<file path="src/verilog/regex_pkg.sv">
package regex_pkg;

    ////////////////////////////////////////////////////////////
    // widths
    ////////////////////////////////////////////////////////////
    localparam int PC_WIDTH       = 8;
    localparam int CHAR_WIDTH     = 8;
    localparam int INSTR_WIDTH    = 16;
    localparam int OPCODE_WIDTH   = 2;
    localparam int OPERAND_WIDTH  = 8;
    // bits between opcode and operand, kept zero by the assembler
    localparam int RESERVED_WIDTH = INSTR_WIDTH - OPCODE_WIDTH - OPERAND_WIDTH;

    // counter queue geometry
    localparam int FIFO_DEPTH     = 4;
    localparam int FIFO_PTR_WIDTH = $clog2(FIFO_DEPTH);
    localparam int FIFO_CNT_WIDTH = $clog2(FIFO_DEPTH + 1);

    ////////////////////////////////////////////////////////////
    // instruction set
    ////////////////////////////////////////////////////////////
    typedef enum logic [OPCODE_WIDTH-1:0] {
        MATCH  = 2'd0,
        JUMP   = 2'd1,
        SPLIT  = 2'd2,
        ACCEPT = 2'd3
    } opcode_e;

    // operand is the character for MATCH, the target for JUMP and SPLIT
    typedef struct packed {
        opcode_e                   opcode;
        logic [RESERVED_WIDTH-1:0] reserved;
        logic [OPERAND_WIDTH-1:0]  operand;
    } instr_t;

    // thread packet, to_current low means it waits for the next character
    typedef struct packed {
        logic [PC_WIDTH-1:0] pc;
        logic                to_current;
    } pc_entry_t;

endpackage

</file>
<file path="src/verilog/mem_pkg.sv">
package mem_pkg;

    // instruction memory word and its address
    localparam int MEM_WIDTH           = 32;
    localparam int MEM_ADDR_WIDTH      = 7;

    // two instructions per word
    // low counter bit picks the half, 0 is bits 15:0
    localparam int INSTR_PER_WORD_LOG2 = 1;
    localparam int SLOT_WIDTH          = MEM_WIDTH >> INSTR_PER_WORD_LOG2;

endpackage

</file>
<file path="src/verilog/pc_fifo.sv">
module pc_fifo (
    input  logic                           clk,
    input  logic                           arst_n,
    input  logic                           push,
    input  logic [regex_pkg::PC_WIDTH-1:0] push_data,
    output logic                           full,
    input  logic                           pop,
    output logic [regex_pkg::PC_WIDTH-1:0] pop_data,
    output logic                           empty
);
    import regex_pkg::*;

    logic [PC_WIDTH-1:0]       mem [FIFO_DEPTH];
    logic [FIFO_PTR_WIDTH-1:0] wr_ptr;
    logic [FIFO_PTR_WIDTH-1:0] rd_ptr;
    logic [FIFO_CNT_WIDTH-1:0] count;
    logic                      do_push;
    logic                      do_pop;

    // circular pointer step, wraps at the last entry
    function automatic logic [FIFO_PTR_WIDTH-1:0] ptr_inc(
        input logic [FIFO_PTR_WIDTH-1:0] ptr
    );
        if (ptr == FIFO_PTR_WIDTH'(FIFO_DEPTH - 1))
            return '0;
        return ptr + 1'b1;
    endfunction

    assign full    = (count == FIFO_CNT_WIDTH'(FIFO_DEPTH));
    assign empty   = (count == '0);
    // push into a full queue or pop from an empty one is dropped
    assign do_push = push && !full;
    assign do_pop  = pop && !empty;

    // head is read straight from the array
    assign pop_data = mem[rd_ptr];

    always_ff @(posedge clk)
    begin
        if (do_push)
            mem[wr_ptr] <= push_data;
    end

    always_ff @(posedge clk or negedge arst_n)
    begin
        if (!arst_n)
        begin
            wr_ptr <= '0;
            rd_ptr <= '0;
            count  <= '0;
        end
        else
        begin
            if (do_push)
                wr_ptr <= ptr_inc(wr_ptr);
            if (do_pop)
                rd_ptr <= ptr_inc(rd_ptr);
            case ({do_push, do_pop})
                2'b10:   count <= count + 1'b1;
                2'b01:   count <= count - 1'b1;
                default: count <= count;
            endcase
        end
    end

endmodule

</file>
<file path="src/verilog/pc_store.sv">
module pc_store (
    input  logic                           clk,
    input  logic                           arst_n,
    input  regex_pkg::pc_entry_t           in_pc,
    input  logic                           in_pc_valid,
    output logic                           in_pc_ready,
    input  logic                           cur_is_even_character,
    output logic [regex_pkg::PC_WIDTH-1:0] cur_pc,
    output logic                           cur_pc_valid,
    input  logic                           cur_pc_pop
);
    import regex_pkg::*;

    logic                in_accept;
    logic                to_even;
    logic                even_push;
    logic                odd_push;
    logic                even_pop;
    logic                odd_pop;
    logic                even_full;
    logic                odd_full;
    logic                even_empty;
    logic                odd_empty;
    logic [PC_WIDTH-1:0] even_head;
    logic [PC_WIDTH-1:0] odd_head;

    ////////////////////////////////////////////////////////////
    // input router
    ////////////////////////////////////////////////////////////
    // ready needs room in both queues
    // so ready never depends on the to_current bit
    assign in_pc_ready = !even_full && !odd_full;
    assign in_accept   = in_pc_valid && in_pc_ready;

    // even queue takes current threads on even characters
    // and next threads on odd characters
    assign to_even   = (in_pc.to_current == cur_is_even_character);
    assign even_push = in_accept && to_even;
    assign odd_push  = in_accept && !to_even;

    ////////////////////////////////////////////////////////////
    // current side
    ////////////////////////////////////////////////////////////
    // only the current queue is ever popped
    assign even_pop = cur_pc_pop && cur_is_even_character;
    assign odd_pop  = cur_pc_pop && !cur_is_even_character;

    assign cur_pc       = cur_is_even_character ? even_head : odd_head;
    assign cur_pc_valid = cur_is_even_character ? !even_empty : !odd_empty;

    pc_fifo u_even (
        .clk       (clk),
        .arst_n    (arst_n),
        .push      (even_push),
        .push_data (in_pc.pc),
        .full      (even_full),
        .pop       (even_pop),
        .pop_data  (even_head),
        .empty     (even_empty)
    );

    pc_fifo u_odd (
        .clk       (clk),
        .arst_n    (arst_n),
        .push      (odd_push),
        .push_data (in_pc.pc),
        .full      (odd_full),
        .pop       (odd_pop),
        .pop_data  (odd_head),
        .empty     (odd_empty)
    );

endmodule

</file>
<file path="src/verilog/instr_fetch.sv">
module instr_fetch (
    input  logic                                clk,
    input  logic                                arst_n,
    input  logic [regex_pkg::PC_WIDTH-1:0]      fetch_pc,
    input  logic                                fetch_valid,
    output logic                                fetch_ready,
    output regex_pkg::instr_t                   fetch_instr,
    output logic [mem_pkg::MEM_ADDR_WIDTH-1:0]  mem_addr,
    output logic                                mem_valid,
    input  logic [mem_pkg::MEM_WIDTH-1:0]       mem_data,
    input  logic                                mem_ready
);
    import regex_pkg::*;
    import mem_pkg::*;

    logic [INSTR_PER_WORD_LOG2-1:0] half_live;
    logic [INSTR_PER_WORD_LOG2-1:0] half_q;
    logic [INSTR_PER_WORD_LOG2-1:0] half_sel;

    // counter to word address, request passes straight to memory
    assign half_live   = fetch_pc[INSTR_PER_WORD_LOG2-1:0];
    assign mem_addr    = fetch_pc[INSTR_PER_WORD_LOG2 +: MEM_ADDR_WIDTH];
    assign mem_valid   = fetch_valid;
    assign fetch_ready = mem_ready;

    // half of the last accepted request
    always_ff @(posedge clk or negedge arst_n)
    begin
        if (!arst_n)
            half_q <= '0;
        else if (fetch_valid && mem_ready)
            half_q <= half_live;
    end

    // live bit during a request, otherwise keep pointing at the last half
    assign half_sel = fetch_valid ? half_live : half_q;

    // slice the word, valid in the mem_ready cycle
    assign fetch_instr = instr_t'(mem_data[half_sel * SLOT_WIDTH +: SLOT_WIDTH]);

endmodule

</file>
<file path="src/verilog/regex_cpu.sv">
module regex_cpu (
    input  logic                             clk,
    input  logic                             arst_n,
    input  logic                             go,
    input  logic [regex_pkg::CHAR_WIDTH-1:0] current_character,
    input  logic [regex_pkg::PC_WIDTH-1:0]   cur_pc,
    input  logic                             cur_pc_valid,
    output logic                             cur_pc_pop,
    output logic [regex_pkg::PC_WIDTH-1:0]   fetch_pc,
    output logic                             fetch_valid,
    input  logic                             fetch_ready,
    input  regex_pkg::instr_t                fetch_instr,
    output regex_pkg::pc_entry_t             out_pc,
    output logic                             out_pc_valid,
    input  logic                             out_pc_ready,
    output logic                             accepts,
    output logic                             busy
);
    import regex_pkg::*;

    typedef enum logic [1:0] {
        IDLE,
        FETCH,
        EMIT_FIRST,
        EMIT_SECOND
    } state_e;

    state_e              state;
    logic [PC_WIDTH-1:0] pc_q;
    logic [PC_WIDTH-1:0] pc_inc;
    instr_t              instr_q;
    pc_entry_t           out_q;
    logic                accept_q;
    logic                fetch_done;
    logic                emit_done;
    logic                char_hit;

    ////////////////////////////////////////////////////////////
    // handshakes
    ////////////////////////////////////////////////////////////
    // one thread at a time, taken only while go is high
    assign cur_pc_pop = (state == IDLE) && go && cur_pc_valid;

    assign fetch_pc    = pc_q;
    assign fetch_valid = (state == FETCH);
    assign fetch_done  = fetch_valid && fetch_ready;

    assign out_pc       = out_q;
    assign out_pc_valid = (state == EMIT_FIRST) || (state == EMIT_SECOND);
    assign emit_done    = out_pc_valid && out_pc_ready;

    assign accepts = accept_q;
    assign busy    = (state != IDLE);

    assign pc_inc   = pc_q + 1'b1;
    assign char_hit = (fetch_instr.operand == current_character);

    ////////////////////////////////////////////////////////////
    // control
    ////////////////////////////////////////////////////////////
    always_ff @(posedge clk or negedge arst_n)
    begin
        if (!arst_n)
        begin
            state    <= IDLE;
            accept_q <= 1'b0;
        end
        else
        begin
            // accept is a one cycle pulse
            accept_q <= 1'b0;
            case (state)
                IDLE:
                begin
                    if (cur_pc_pop)
                        state <= FETCH;
                end
                FETCH:
                begin
                    if (fetch_done)
                    begin
                        case (fetch_instr.opcode)
                            MATCH:       state <= char_hit ? EMIT_FIRST : IDLE;
                            JUMP, SPLIT: state <= EMIT_FIRST;
                            ACCEPT:
                            begin
                                state    <= IDLE;
                                accept_q <= 1'b1;
                            end
                            default:     state <= IDLE;
                        endcase
                    end
                end
                EMIT_FIRST:
                begin
                    // split still owes its target
                    if (emit_done)
                        state <= (instr_q.opcode == SPLIT) ? EMIT_SECOND : IDLE;
                end
                EMIT_SECOND:
                begin
                    if (emit_done)
                        state <= IDLE;
                end
                default: state <= IDLE;
            endcase
        end
    end

    ////////////////////////////////////////////////////////////
    // thread and output registers
    ////////////////////////////////////////////////////////////
    always_ff @(posedge clk)
    begin
        if (cur_pc_pop)
            pc_q <= cur_pc;

        if (fetch_done)
        begin
            instr_q <= fetch_instr;
            case (fetch_instr.opcode)
                // a matched thread moves on to the next character
                MATCH:   out_q <= '{pc: pc_inc, to_current: 1'b0};
                JUMP:    out_q <= '{pc: fetch_instr.operand, to_current: 1'b1};
                // fall-through branch goes out first
                SPLIT:   out_q <= '{pc: pc_inc, to_current: 1'b1};
                default: out_q <= out_q;
            endcase
        end
        else if (emit_done && (state == EMIT_FIRST))
        begin
            out_q <= '{pc: instr_q.operand, to_current: 1'b1};
        end
    end

endmodule

</file>
<file path="src/verilog/basic_block.sv">
module basic_block (
    input  logic                                clk,
    input  logic                                arst_n,
    // threads in
    input  regex_pkg::pc_entry_t                in_pc,
    input  logic                                in_pc_valid,
    output logic                                in_pc_ready,
    // threads out
    output regex_pkg::pc_entry_t                out_pc,
    output logic                                out_pc_valid,
    input  logic                                out_pc_ready,
    // instruction memory
    output logic [mem_pkg::MEM_ADDR_WIDTH-1:0]  mem_addr,
    output logic                                mem_valid,
    input  logic [mem_pkg::MEM_WIDTH-1:0]       mem_data,
    input  logic                                mem_ready,
    // character control
    input  logic                                go,
    input  logic                                cur_is_even_character,
    input  logic [regex_pkg::CHAR_WIDTH-1:0]    current_character,
    output logic                                accepts,
    output logic                                running
);
    import regex_pkg::*;

    logic [PC_WIDTH-1:0] cur_pc;
    logic                cur_pc_valid;
    logic                cur_pc_pop;
    logic [PC_WIDTH-1:0] fetch_pc;
    logic                fetch_valid;
    logic                fetch_ready;
    instr_t              fetch_instr;
    logic                cpu_busy;

    // work left on this character, queued or in the engine
    assign running = cur_pc_valid || cpu_busy;

    pc_store u_store (
        .clk                   (clk),
        .arst_n                (arst_n),
        .in_pc                 (in_pc),
        .in_pc_valid           (in_pc_valid),
        .in_pc_ready           (in_pc_ready),
        .cur_is_even_character (cur_is_even_character),
        .cur_pc                (cur_pc),
        .cur_pc_valid          (cur_pc_valid),
        .cur_pc_pop            (cur_pc_pop)
    );

    instr_fetch u_fetch (
        .clk         (clk),
        .arst_n      (arst_n),
        .fetch_pc    (fetch_pc),
        .fetch_valid (fetch_valid),
        .fetch_ready (fetch_ready),
        .fetch_instr (fetch_instr),
        .mem_addr    (mem_addr),
        .mem_valid   (mem_valid),
        .mem_data    (mem_data),
        .mem_ready   (mem_ready)
    );

    regex_cpu u_cpu (
        .clk               (clk),
        .arst_n            (arst_n),
        .go                (go),
        .current_character (current_character),
        .cur_pc            (cur_pc),
        .cur_pc_valid      (cur_pc_valid),
        .cur_pc_pop        (cur_pc_pop),
        .fetch_pc          (fetch_pc),
        .fetch_valid       (fetch_valid),
        .fetch_ready       (fetch_ready),
        .fetch_instr       (fetch_instr),
        .out_pc            (out_pc),
        .out_pc_valid      (out_pc_valid),
        .out_pc_ready      (out_pc_ready),
        .accepts           (accepts),
        .busy              (cpu_busy)
    );

endmodule

</file>
<file path="config.mk">
export PLATFORM = sky130hd
export DESIGN_NAME = basic_block
export DESIGN_NICKNAME = d
export VERILOG_FILES = /design/src/verilog/regex_pkg.sv /design/src/verilog/mem_pkg.sv /design/src/verilog/pc_fifo.sv /design/src/verilog/pc_store.sv /design/src/verilog/instr_fetch.sv /design/src/verilog/regex_cpu.sv /design/src/verilog/basic_block.sv
export SDC_FILE = /design/constraint.sdc
export NUM_CORES = 1
export LEC_CHECK = 0
export BUFFER_PORTS_ARGS = -buffer_cell sky130_fd_sc_hd__buf_2
export CORE_MARGIN = 3
export CORE_UTILIZATION = 55
export DETAILED_ROUTE_END_ITERATION = 8
export PLACE_DENSITY_LB_ADDON = 0.15
export SYNTH_ARGS = -nofsm -noshare
export SYNTH_HDL_FRONTEND = slang
export SYNTH_HIERARCHICAL = 1
export SYNTH_SLANG_ARGS = --single-unit
</file>
<file path="constraint.sdc">
create_clock -name clk -period 3.2 [get_ports clk]
set_input_delay 0.64 -clock clk [delete_from_list [all_inputs] [get_ports clk]]
set_output_delay 0.64 -clock clk [all_outputs]
set_load 0.1 [all_outputs]
</file>
== Word level (Yosys, flattened, before mapping) ==
Memory sizes are Yosys's and may differ from the RTL's.
Cells that the tools add are included.
Cells by class
  mux-type cells: 39
  $add $sub $neg: 9
  reductions and logical operators: 34
  equality and inequality tests: 24
  shifts and indexed selects: 1
Operators by type and width (count)
  indexed part select 32 x 6 -> 16 bit: 1
  2-to-1 mux 2 bit: 14
  one-hot mux 9 bit (3 select lines): 1
  equality test 2 bit, second input constant: 11
  2-to-1 mux 9 bit: 2
  2-to-1 mux 1 bit: 17
  logical AND 1 bit: 15
  one-hot mux 3 bit (2 select lines): 2
  adder 2 x 1 -> 2 bit, second input constant: 4
  adder 8 x 1 -> 8 bit, second input constant: 1
  equality test 2 x 1 -> 1 bit, second input constant: 4
  equality test 8 bit: 1
  2-to-1 mux 8 bit: 1
  one-hot mux 2 bit (4 select lines): 1
  nonzero test 2 bit: 4
  adder 3 x 1 -> 3 bit, second input constant: 2
  equality test 3 bit, second input constant: 2
  logical NOT 1 bit: 6
  logical NOT 3 bit: 2
  one-hot mux 2 bit (3 select lines): 1
  subtractor 3 x 1 -> 3 bit, second input constant: 2
  logical NOT 2 bit: 2
  != test 2 x 1 -> 1 bit, second input constant: 2
  != test 2 bit, second input constant: 2
  6 further kinds: 7
Storage, ports and cells
  flip-flop bits (word level): 45
  memories kept: 2
  word-level logic and storage cells: 123
  output and inout bits: 21
  RAM bits: 64
  bits of input ports: 56
Memories
  u_store.u_even.mem: depth 4, bits a word 8, rd ports 1, clocked after memory_dff 0, write ports 1, RTL line pc_fifo.sv:13  | logic [PC_WIDTH-1:0] mem [FIFO_DEPTH];
  u_store.u_odd.mem: depth 4, bits a word 8, rd ports 1, clocked after memory_dff 0, write ports 1, RTL line pc_fifo.sv:13

== Logic depth before layout (Yosys ltp) ==
Gate-level depths: netlist of run 1.
  depth after elaboration: 8
  depth in mapped cells: 13
  depth with buffers taken out: 13

== Hierarchy ==
The synthesis of run 1 kept the hierarchy.
By module, submodules not included
  pc_fifo: cells an instance 82, instances 2, area each 1636.6 um^2, seq. area each 1136.1 um^2
  regex_cpu: cells an instance 116, instances 1, area each 1475.2 um^2, seq. area each 885.8 um^2
  instr_fetch: cells an instance 30, instances 1, area each 359.1 um^2, seq. area each 25.0 um^2
  pc_store: cells an instance 17, instances 1, area each 155.1 um^2, seq. area each 0.0 um^2
  basic_block: cells an instance 1, instances 1, area each 6.3 um^2, seq. area each 0.0 um^2

== Worst setup path before layout of run 1 ==
OpenSTA, ideal clock, no wires.
  path kind: flip-flop to flip-flop
  start point: reg u_cpu.state[0]
  end point: reg u_cpu.out_q (netlist bit u_cpu/out_pc[0]), enable pin
  cell stages (with the launch flop): 8
  arrival time: 2533 ps
  setup time: 387 ps
  setup slack: 280 ps
  required time: 2813 ps
  path through: dfrtp_1 -> nor2b_1 -> mux2i_4 -> mux2_2 -> inv_1 -> ha_1 -> nor3_1 -> o21ai_0
RTL lines
  start, declared: RTL line regex_cpu.sv:28  | state_e state;
  start signal, assigned: RTL line regex_cpu.sv:83  | MATCH: state <= char_hit ? EMIT_FIRST : IDLE;
  start signal, assigned: RTL line regex_cpu.sv:98  | state <= (instr_q.opcode == SPLIT) ? EMIT_SECOND : IDLE;
  end signal, assigned: RTL line regex_cpu.sv:123  | MATCH: out_q <= '{pc: pc_inc, to_current: 1'b0};
  end signal, assigned: RTL line regex_cpu.sv:124  | JUMP: out_q <= '{pc: fetch_instr.operand, to_current: 1'b1};
  end signal, assigned: RTL line regex_cpu.sv:126  | SPLIT: out_q <= '{pc: pc_inc, to_current: 1'b1};
  end, declared: RTL line regex_cpu.sv:32  | pc_entry_t out_q;

==> results of run 1 <==
where the power goes:
group / total (µW) / switching, µW / internal (µW)
Sequential: 2260 / 335 / 1930
Clock: 892 / 453 / 439
Combinational: 2260 / 1380 / 876
routing by layer:
metal / vias to the layer above / routed length (µm) / GRT usage
li1: 1298 / - / -
met1: 1368 / 4150 / 0.266
met2: 60 / 4740 / 0.309
met3: 10 / 403 / 0.0311
met4: 0 / 104 / 0.0538
met5: - / 0 / 0
cell type report:
cell class	count	area, µm²
clock buffer	9	124
clock inverter	6	86.3
fill	671	3190
inverter	18	67.6
multi-input combinational	176	1790
sequential	109	3180
tap	108	135
timing repair buffer	69	358
final timing paths:
path,endpoint,slack (ns),depth (start not counted)
worst min-delay path,u_cpu/state[1],0.20,1
min in group clk,u_store/u_odd/count[2],0.53,1
max in group asynchronous,u_store/u_odd/wr_ptr[1],2.70,1
worst min register to register,u_store/u_odd/count[2],0.53,1
worst max register to register,u_cpu/out_pc[8],0.34,9
worst max-delay path,u_cpu/out_pc[8],0.34,9
sequential cells by signal (all words and copies together) (netlist names), 3 cells and up:
| name | count |
|---|---|
| u_cpu/out_pc | 9 |
| u_cpu/instr_q | 10 |
| u_store/u_odd/count | 3 |
| u_store/u_odd/mem | 32 |
| u_store/u_even/mem | 32 |
| u_store/u_even/count | 3 |
| u_cpu/fetch_pc | 8 |
stage by stage:
step                      cell area [µm²]  power, µW   util  hold slack (ns)  setup WS [ns]
final                                5740       5410  0.643            0.199          0.336
after global routing                 5740       5730  0.643            0.200          0.113
after CTS                            5740       5470  0.643            0.196          0.314
after detailed placement             5530       4570  0.619            0.516          0.328
after global placement               5530       4500  0.619            0.516          0.399
after floorplan                      5180       4150      -            0.344          0.280
placed cells by master (no fill, tap or decap), drive strengths merged, types with 6 or more instances in the layout:
| cell | n |
|---|---|
| nand3 | 7 |
| nand2 | 6 |
| dfrtp | 18 |
| edfxtp | 91 |
| mux2 | 27 |
| clkbuf | 9 |
| inv | 20 |
| buf | 69 |
| nor2 | 20 |
| ha | 18 |
| mux4 | 16 |
| and2 | 11 |
| xnor2 | 9 |
| xor2 | 12 |
==> results.md, run 1 <==
- Placed Cells: 480
- H-tree depth: 3
- Peak VDD IR: 0.549 mV
- YS warnings: 6
- Worst-margin pin slew: 0.706 ns
- CTS tree: built
- Critical path class: register to register
- Max_slew headroom: 0.529
- Drt total wl: 9400 µm
- TritonCTS buffer count: 9
- Nets@finish: 459
- Synthesized area: 0.00518 mm²
- Final Setup Violations: 0
- Final Non-Filler Cells: 495
- Critical Path Sink Type: register
- Dpl hpwl: about 6600 µm
- Area delta synth->final: 10.9%
- CP max stage delay: 0.48 ns
- CP required: 3.32 ns
- Vias in the first global route: around 2800
- Register clock-pin slew on the reported worst setup and hold paths: ~0.1 ns
- 1st-iter DRT viols: about 150
- Number of diodes: 0
- WP buf/inv: 1
- Post-layout minimum cycle time: 2.86 ns
- Worst path slowest cell: dfrtp_1
- CP Launch Point: u_cpu/state[0]
- Tcrit/Tclk final: 0.895
- Syn_nets: 398
- RSZ-0062 raised after global routing: false
- Clk sinks: 109
- Top delay family on crit path: simple AND/OR/NAND/NOR gates
- Pwr per Cell Area: ~940 mW/mm²
- Fmax: about 350 MHz
- Drt pass-1 iters: 4
- GRT Overall Usage: 0.189
- Max_cap viols: 0
- Post-route setup TNS: 0 ns
- GPL Wtd Cong: 0.762
- Chip Width: 103 µm
- Clock buffer depth: 2
- GR Overflow Total: 0
- Post-CTS sizing: 0
- Pin count of the biggest net entering global routing: 23
- R2R Path Start: u_cpu/state[0]
- Crit path DAT: 2.99 ns
- Die ar.: 0.0106 mm²
- Final Skew: 0.0162 ns
- Critical path launch point type: register
- ANT nets after route: 0
- First-pass GRT wire length: ~15000 µm
- Leak pwr: 0.00224 µW
- Site Rows: 34
- Avg WL per Cell: 19.0 µm
- Mapped Cells: 322
- Die Span Y: 103 µm
- Core area: approximately 0.0089 mm²
- Final Hold Vio Count: 0
- Setup repair bufs after CTS: 0
- Port Buffers: 64
- Hold Buf Count CTS: 0
- Vias/cell: 5.53
- CTS Root Cell: clkbuf_8
- Worst-skew pair later-pin latency: around 0.37 ns
- Initial antenna violation count: 0
- Vias: 2736
- Share of layout cells above drive strength 1: 0.380
- Worst-path maximum fanout: 8
- Slew Viols, Final: 0
- Status: finished clean
- Hold Crit Class: primary input to asynchronous set/reset pin
- Ports: 77
- Cell Chain, Critical Path: nor2b_1, mux2i_4, mux2_2, inv_1, ha_1, and2_1, and3_1, a21oi_1, o21ai_1
- Detailed-route DRC error count: 0
- Synth Area per Inst: 16.1 µm²
- Initial Utilization: 0.580
Power figures use the tool's default switching activity.
==> inputs of run 2 (changes only) <==
--- a/config.mk
+++ b/config.mk
@@ -7,6 +7,5 @@
 export LEC_CHECK = 0
-export BUFFER_PORTS_ARGS = -buffer_cell sky130_fd_sc_hd__buf_2
-export CORE_MARGIN = 3
 export CORE_UTILIZATION = 55
 export DETAILED_ROUTE_END_ITERATION = 8
+export DONT_BUFFER_PORTS = 1
 export PLACE_DENSITY_LB_ADDON = 0.15
==> constraint.sdc (replaced) <==
create_clock -name clk -period 3.2 [get_ports clk]
set_input_delay 0.32 -clock clk [delete_from_list [all_inputs] [get_ports clk]]
set_output_delay 0.32 -clock clk [all_outputs]
set_load 0.1 [all_outputs]
==> run 2 against run 1 <==
Sequential share of layout area increased by 2.4 points. Via count down 9.3%. Hold slack worse by 0.14 ns. Clock skew decreased by 0.0039 ns. Critical path depth unchanged. Final cell count is 10% lower. Non-clock buffer count fell by 54. Fmax grew 4.6%. Critical path type unchanged.
==> results.md, run 2 (synthesized netlist as in run 1, its figures left out) <==
- Met1 Resource Use GR: 0.252 (-0.0137)
- 1st-iter DRT viols: 135 (-7.5%)
- Drt total wl: 8240 µm (-12%)
- M2 GR Usage: 0.308 (-0.00114)
- Worst-path maximum fanout: 8 (unchanged)
- Crit path DAT: 2.86 ns (-0.13 ns)
- Top flop regs: u_store/u_even/mem: 32 flops, u_store/u_odd/mem: 32 flops, u_cpu/instr_q: 10 flops
- Number of diodes: 0 (unchanged)
- GPL Wtd Cong: 0.759 (-0.43%)
- Clk sinks: 109 (unchanged)
- Worst-skew pair later-pin latency: 0.35 ns (-0.02 ns)
- Area delta synth->final: 6.33%
- CTS Root Cell: clkbuf_8
- Final Skew: 0.0124 ns (-0.00385 ns)
- Fmax: 365 MHz (+4.6%)
- Post-route setup TNS: 0 ns (unchanged)
- Initial antenna violation count: 0 (unchanged)
- M3 GR Usage: 0.0348 (+0.00363)
- Slew Viols, Final: 0 (unchanged)
- Worst-margin pin slew: 0.930 ns (+0.224 ns)
- Share of layout cells above drive strength 1: 0.275 (-0.104)
- GR peak layer: met2
- Post-layout minimum cycle time: 2.74 ns (-0.125 ns)
- GRT Overall Usage: 0.187 (-0.00225)
- Chip Width: 99.0 µm (-3.9%)
- Initial Utilization: 0.563 (-0.0166)
- Max_cap viols: 0 (unchanged)
- First-pass GRT wire length: 13600 µm (-7.3%)
- Status: finished clean
- Die Span Y: 99.0 µm (-3.9%)
- Drt pass-1 iters: 5 (+1)
- Clock buffer depth: 2 (unchanged)
- Filler Cell Count: 722 (+7.6%)
- Setup repair bufs after CTS: 0 (unchanged)
- Ports: 77 (unchanged)
- Most frequent cells in the layout: 91 x edfxtp_1, 19 x nor2_1, 18 x ha_1, 18 x dfrtp_1
- Pin count of the biggest net entering global routing: 23 (unchanged)
- Final setup margin: 0.461 ns (+0.125 ns)
- Final Hold Vio Count: 0 (unchanged)
- TritonCTS buffer count: 9 (unchanged)
- Vias in the first global route: 2635 (-5.6%)
- Register clock-pin slew on the reported worst setup and hold paths: 0.10 ns (about the same)
- Tcrit/Tclk final: 0.856 (-0.0391)
- Critical Path Sink Type: register
- ANT nets after route: 0 (unchanged)
- Die ar.: 0.00981 mm² (-7.6%)
- Nets@finish: 405 (-12%)
- Pre-CTS WS: 0.458 ns (+0.130 ns)
- H-tree depth: 3 (unchanged)
- Leak pwr: 0.00204 µW (-9.3%)
- Dpl hpwl: 5840 µm (-11%)
- Pwr per Cell Area: 963 mW/mm² (+2.1%)
- Cell Chain, Critical Path: nor2b_2, mux2i_4, mux2_2, inv_1, ha_1, and2_1, and3_1, a21oi_1, o21ai_1
- Max_slew headroom: 0.380 (-0.149)
- Final Setup Violations: 0 (unchanged)
- Critical path class: register to register
- Worst path slowest cell: dfrtp_1
- Site Rows: 35 (+2.9%)
- Port Buffers: 0 (-100%)
- Avg WL per Cell: 18.5 µm (-2.5%)
- Detailed-route DRC error count: 0 (unchanged)
- Core area: 0.00920 mm² (+2.9%)
- CTS tree: built
- CP required: 3.32 ns (about the same)
- GR Overflow Total: 0 (unchanged)
- CP max stage delay: 0.49 ns (about the same)
- RSZ-0062 raised after global routing: false
- Critical path launch point type: register
- Vias: 2482 (-9.3%)
- Vias/cell: 5.58 (+0.91%)
- Hold Crit Class: primary input to register
- Commonest non-fill, non-tap cell in the layout: edfxtp_1
- Peak VDD IR: 0.666 mV (+21%)
[run 2: final timing paths]
check	slack (ns)	from	cells after the start	end
hold reg to reg	0.51	u_store/u_even/count[2]	1	u_store/u_even/count[2]
hold / removal	0.06	in_pc[5]	0	u_store/u_odd/mem[2][4]
max in group asynchronous	2.14	arst_n	1	u_store/u_odd/rd_ptr[0]
min in group asynchronous	0.52	arst_n	1	u_cpu/state[1]
setup / recovery	0.46	u_cpu/state[0]	9	u_cpu/out_pc[8]
setup reg to reg	0.46	u_cpu/state[0]	9	u_cpu/out_pc[8]
[run 2: repair_timing]
| action | in CTS | in global routing |
|---|---|---|
| gates resized for setup | 0 | 0 |
| hold endpoints to repair | 18 | 0 |
| hold buffers | 1 | 0 |
[run 2: final cells by class]
cell class,count,area (µm²),area share
clock inverters,3,68.8,0.0125
inverters,18,67.6,0.0123
flip-flops and latches,109,3180,0.578
repair buffers,15,115,0.0209
clock buffers,13,139,0.0252
multi-input cells,176,1790,0.326
well taps,111,139,0.0252
[run 2: stage by stage]
stage | instances | power (µW) | cell area [µm²] | hold WS (ns) | utilization
after detailed placement | 428 | 4490 | 5290 | 0.0251 | 0.575
final | 445 | 5300 | 5510 | 0.0562 | 0.599
after global routing | 445 | 5620 | 5510 | 0.0307 | 0.599
after floorplan | 322 | 4150 | 5180 | 0.0244 | -
after CTS | 445 | 5370 | 5510 | 0.0401 | 0.599
after global placement | 428 | 4440 | 5290 | 0.0250 | 0.575
[run 2: worst max-delay path: cells and delay by family (launching register included)]
kind,cells,cell delay [ns]
simple gates,3,0.72
mux,2,0.68
flops,1,0.49
fa+ha+maj,1,0.27
compound gates,2,0.22
buf+inv,1,0.11
[run 2: per-layer routing]
layer	share of wire	wire [µm]	up-vias
li1	-	-	1180
met1	0.44	3620	1242
met2	0.51	4160	51
met3	0.042	349	9
met4	0.013	108	0
met5	0	0	-
[run 2: report_power, final]
group          internal [µW]  switching [µW]  total, µW  leakage [µW]
Sequential              1930             596       2530       0.00104
Clock                    446             429        876      0.000102
Combinational            858            1040       1900      0.000890
Total                   3230            2070       5300       0.00204
==> inputs of run 3 (changes only) <==
Settings changed: REMOVE_ABC_BUFFERS set to 1.
==> run 3 against run 2 <==
The run now ends with design-rule violations left. Sequential power hardly changed. Critical path depth is the same. Cell area shrank 0.16%. Non-clock buffer count unchanged. Clock skew is 0.0023 ns higher. Sequential cell count unchanged. Fmax rose by 0.29%. Combinational power is essentially flat. Via count up 2.0%. Final cell count unchanged. Core utilization down 0.095 points. Total power shrank 0.64%. Critical endpoint unchanged. Largest cell class unchanged. Highest routed layer unchanged.
==> results.md, run 3 (synthesized netlist as in run 1, its figures left out) <==
- Detailed-route DRC error count: 2 (+2)
- Crit path DAT: 2.85 ns (about the same)
- Critical Path Sink Type: register
- Uppermost layer routed: met4
- Initial Utilization: 0.563 (unchanged)
- Share of layout cells above drive strength 1: 0.287 (+0.0120)
- Worst-path maximum fanout: 8 (unchanged)
- Die Span Y: 99.0 µm (unchanged)
- Status: complete, but fails checks
- Port Buffers: 0 (unchanged)
- Clock buffer depth: 2 (unchanged)
- TritonCTS buffer count: 9 (unchanged)
- Setup repair bufs after CTS: 0 (unchanged)
- Vias/cell: 5.69 (+2.0%)
- Fmax: 366 MHz (+0.29%)
- Pin count of the biggest net entering global routing: 23 (unchanged)
- Met3 WL post-DR: 467 µm (+34%)
- Area delta synth->final: 6.16%
- Critical path launch point type: register
- Number of diodes: 0 (unchanged)
- Hold Crit Class: primary input to register
- Filler Cell Count: 731 (+1.2%)
- CTS Root Cell: clkbuf_8
- Vias: 2531 (+2.0%)
- 1st-iter DRT viols: 123 (-8.9%)
- CP required: 3.32 ns (about the same)
- Critical path class: register to register
- Pwr per Cell Area: 958 mW/mm² (-0.48%)
- Post-CTS sizing: 0 (unchanged)
- Failing checks: design-rule violations
- Final Hold Vio Count: 0 (unchanged)
- GRT Overall Usage: 0.196 (+0.00911)
- Final Skew: 0.0147 ns (+0.00232 ns)
- Final setup margin: 0.469 ns (+0.00793 ns)
- FF-to-FF setup slack: 0.47 ns (about the same)
- Max_cap viols: 0 (unchanged)
- Final Setup Violations: 0 (unchanged)
- Placed Instance Area: 0.00529 mm² (unchanged)
- Register clock-pin slew on the reported worst setup and hold paths: 0.11 ns (about the same)
- Core Util, Final: 0.598 (-0.000953)
- Ports: 77 (unchanged)
- Leak pwr: 0.00203 µW (-0.18%)
- Chip Width: 99.0 µm (unchanged)
- Drt pass-1 iters: 6 (+1)
- Vias in the first global route: 2628 (-0.27%)
- WL met2: 4380 µm (+5.2%)
- Top flop regs: u_store/u_even/mem: 32 flops, u_store/u_odd/mem: 32 flops, u_cpu/instr_q: 10 flops
- Max_slew headroom: 0.374 (-0.00611)
- GPL Wtd Cong: 0.735 (-3.1%)
- Tcrit/Tclk final: 0.853 (-0.00248)
- GR Overflow Total: 0 (unchanged)
- Initial antenna violation count: 0 (unchanged)
- Post-route setup TNS: 0 ns (unchanged)
- Nets@finish: 405 (unchanged)
- Clk sinks: 109 (unchanged)
- Peak VDD IR: 0.586 mV (-12%)
- Avg WL per Cell: 19.5 µm (+5.5%)
- Slew Viols, Final: 0 (unchanged)
- Worst-margin pin slew: 0.939 ns (+0.00917 ns)
- ANT nets after route: 0 (unchanged)
- Commonest non-fill, non-tap cell in the layout: edfxtp_1
- Post-Layout Inst Area: 0.00550 mm² (-0.16%)
- WHS: 0.0325 ns (-0.0236 ns)
- Worst-skew pair later-pin latency: 0.37 ns (+0.02 ns)
- Core area: 0.00920 mm² (unchanged)
- Most frequent cells in the layout: 91 x edfxtp_1, 19 x nor2_1, 18 x ha_1, 18 x dfrtp_1
- Dpl hpwl: 6120 µm (+4.7%)
- CTS tree: built
- Drt total wl: 8690 µm (+5.5%)
- Die ar.: 0.00981 mm² (unchanged)
- H-tree depth: 3 (unchanged)
- Pre-CTS WS: 0.501 ns (+0.0427 ns)
- Post-layout minimum cycle time: 2.73 ns (-0.00793 ns)
- RSZ-0062 raised after global routing: false
- Metal-1 WL: 3730 µm (+3.1%)
- First-pass GRT wire length: 14000 µm (+3.3%)
- Site Rows: 35 (unchanged)
run 3: through the flow:
stage | cells | power (µW)
after floorplan | 303 | 4040
after global placement | 428 | 4450
after detailed placement | 428 | 4510
after CTS | 445 | 5330
after global routing | 445 | 5570
final | 445 | 5270
run 3: worst paths after layout:
path                                              from                       end  cells past startpoint
worst max-delay path                    u_cpu/state[0]           u_cpu/out_pc[8]                      9
worst min-delay path                          in_pc[5]   u_store/u_odd/mem[3][4]                      0
worst max register to register          u_cpu/state[0]           u_cpu/out_pc[8]                      9
worst min register to register  u_store/u_odd/count[2]    u_store/u_odd/count[2]                      1
max in group asynchronous                       arst_n  u_store/u_even/rd_ptr[0]                      1
min in group asynchronous                       arst_n            u_cpu/state[1]                      1
run 3: per-layer routing:
| metal | global-route usage | vias up |
|---|---|---|
| li1 | - | 1185 |
| met3 | 0.0454 | 9 |
| met5 | 0 | - |
| met1 | 0.260 | 1281 |
| met2 | 0.318 | 56 |
| met4 | 0.0758 | 0 |
run 3: repair_timing:
item,in CTS,in global routing
endpoints found under the setup margin,0,0
hold buffers,1,0
hold endpoints to repair,18,0
run 3: power breakdown:
group | internal [µW] | switching (µW) | leakage [µW] | total, µW
Clock | 310 | 501 | 0.0000985 | 811
Combinational | 859 | 1060 | 0.000890 | 1920
Sequential | 1930 | 606 | 0.00104 | 2540
Total | 3100 | 2170 | 0.00203 | 5270
run 3: final cells by class:
type                            instances  area [µm²]  area share
Clock buffer                            9         124      0.0225
Clock inverter                          7        75.1      0.0137
Sequential cell                       109        3180       0.579
Inverter                               18        67.6      0.0123
Timing Repair Buffer                   15         115      0.0209
Tap cell                              111         139      0.0253
Multi-Input combinational cell        176        1790       0.326
run 3: critical path, cell delays in order, from the launching register on:
cell     delay [ns]
dfrtp_1        0.48
nor2b_2        0.27
mux2i_4        0.29
mux2_2         0.41
inv_1          0.12
ha_1           0.27
and2_1         0.24
and3_1         0.21
a21oi_1        0.10
o21ai_1        0.08
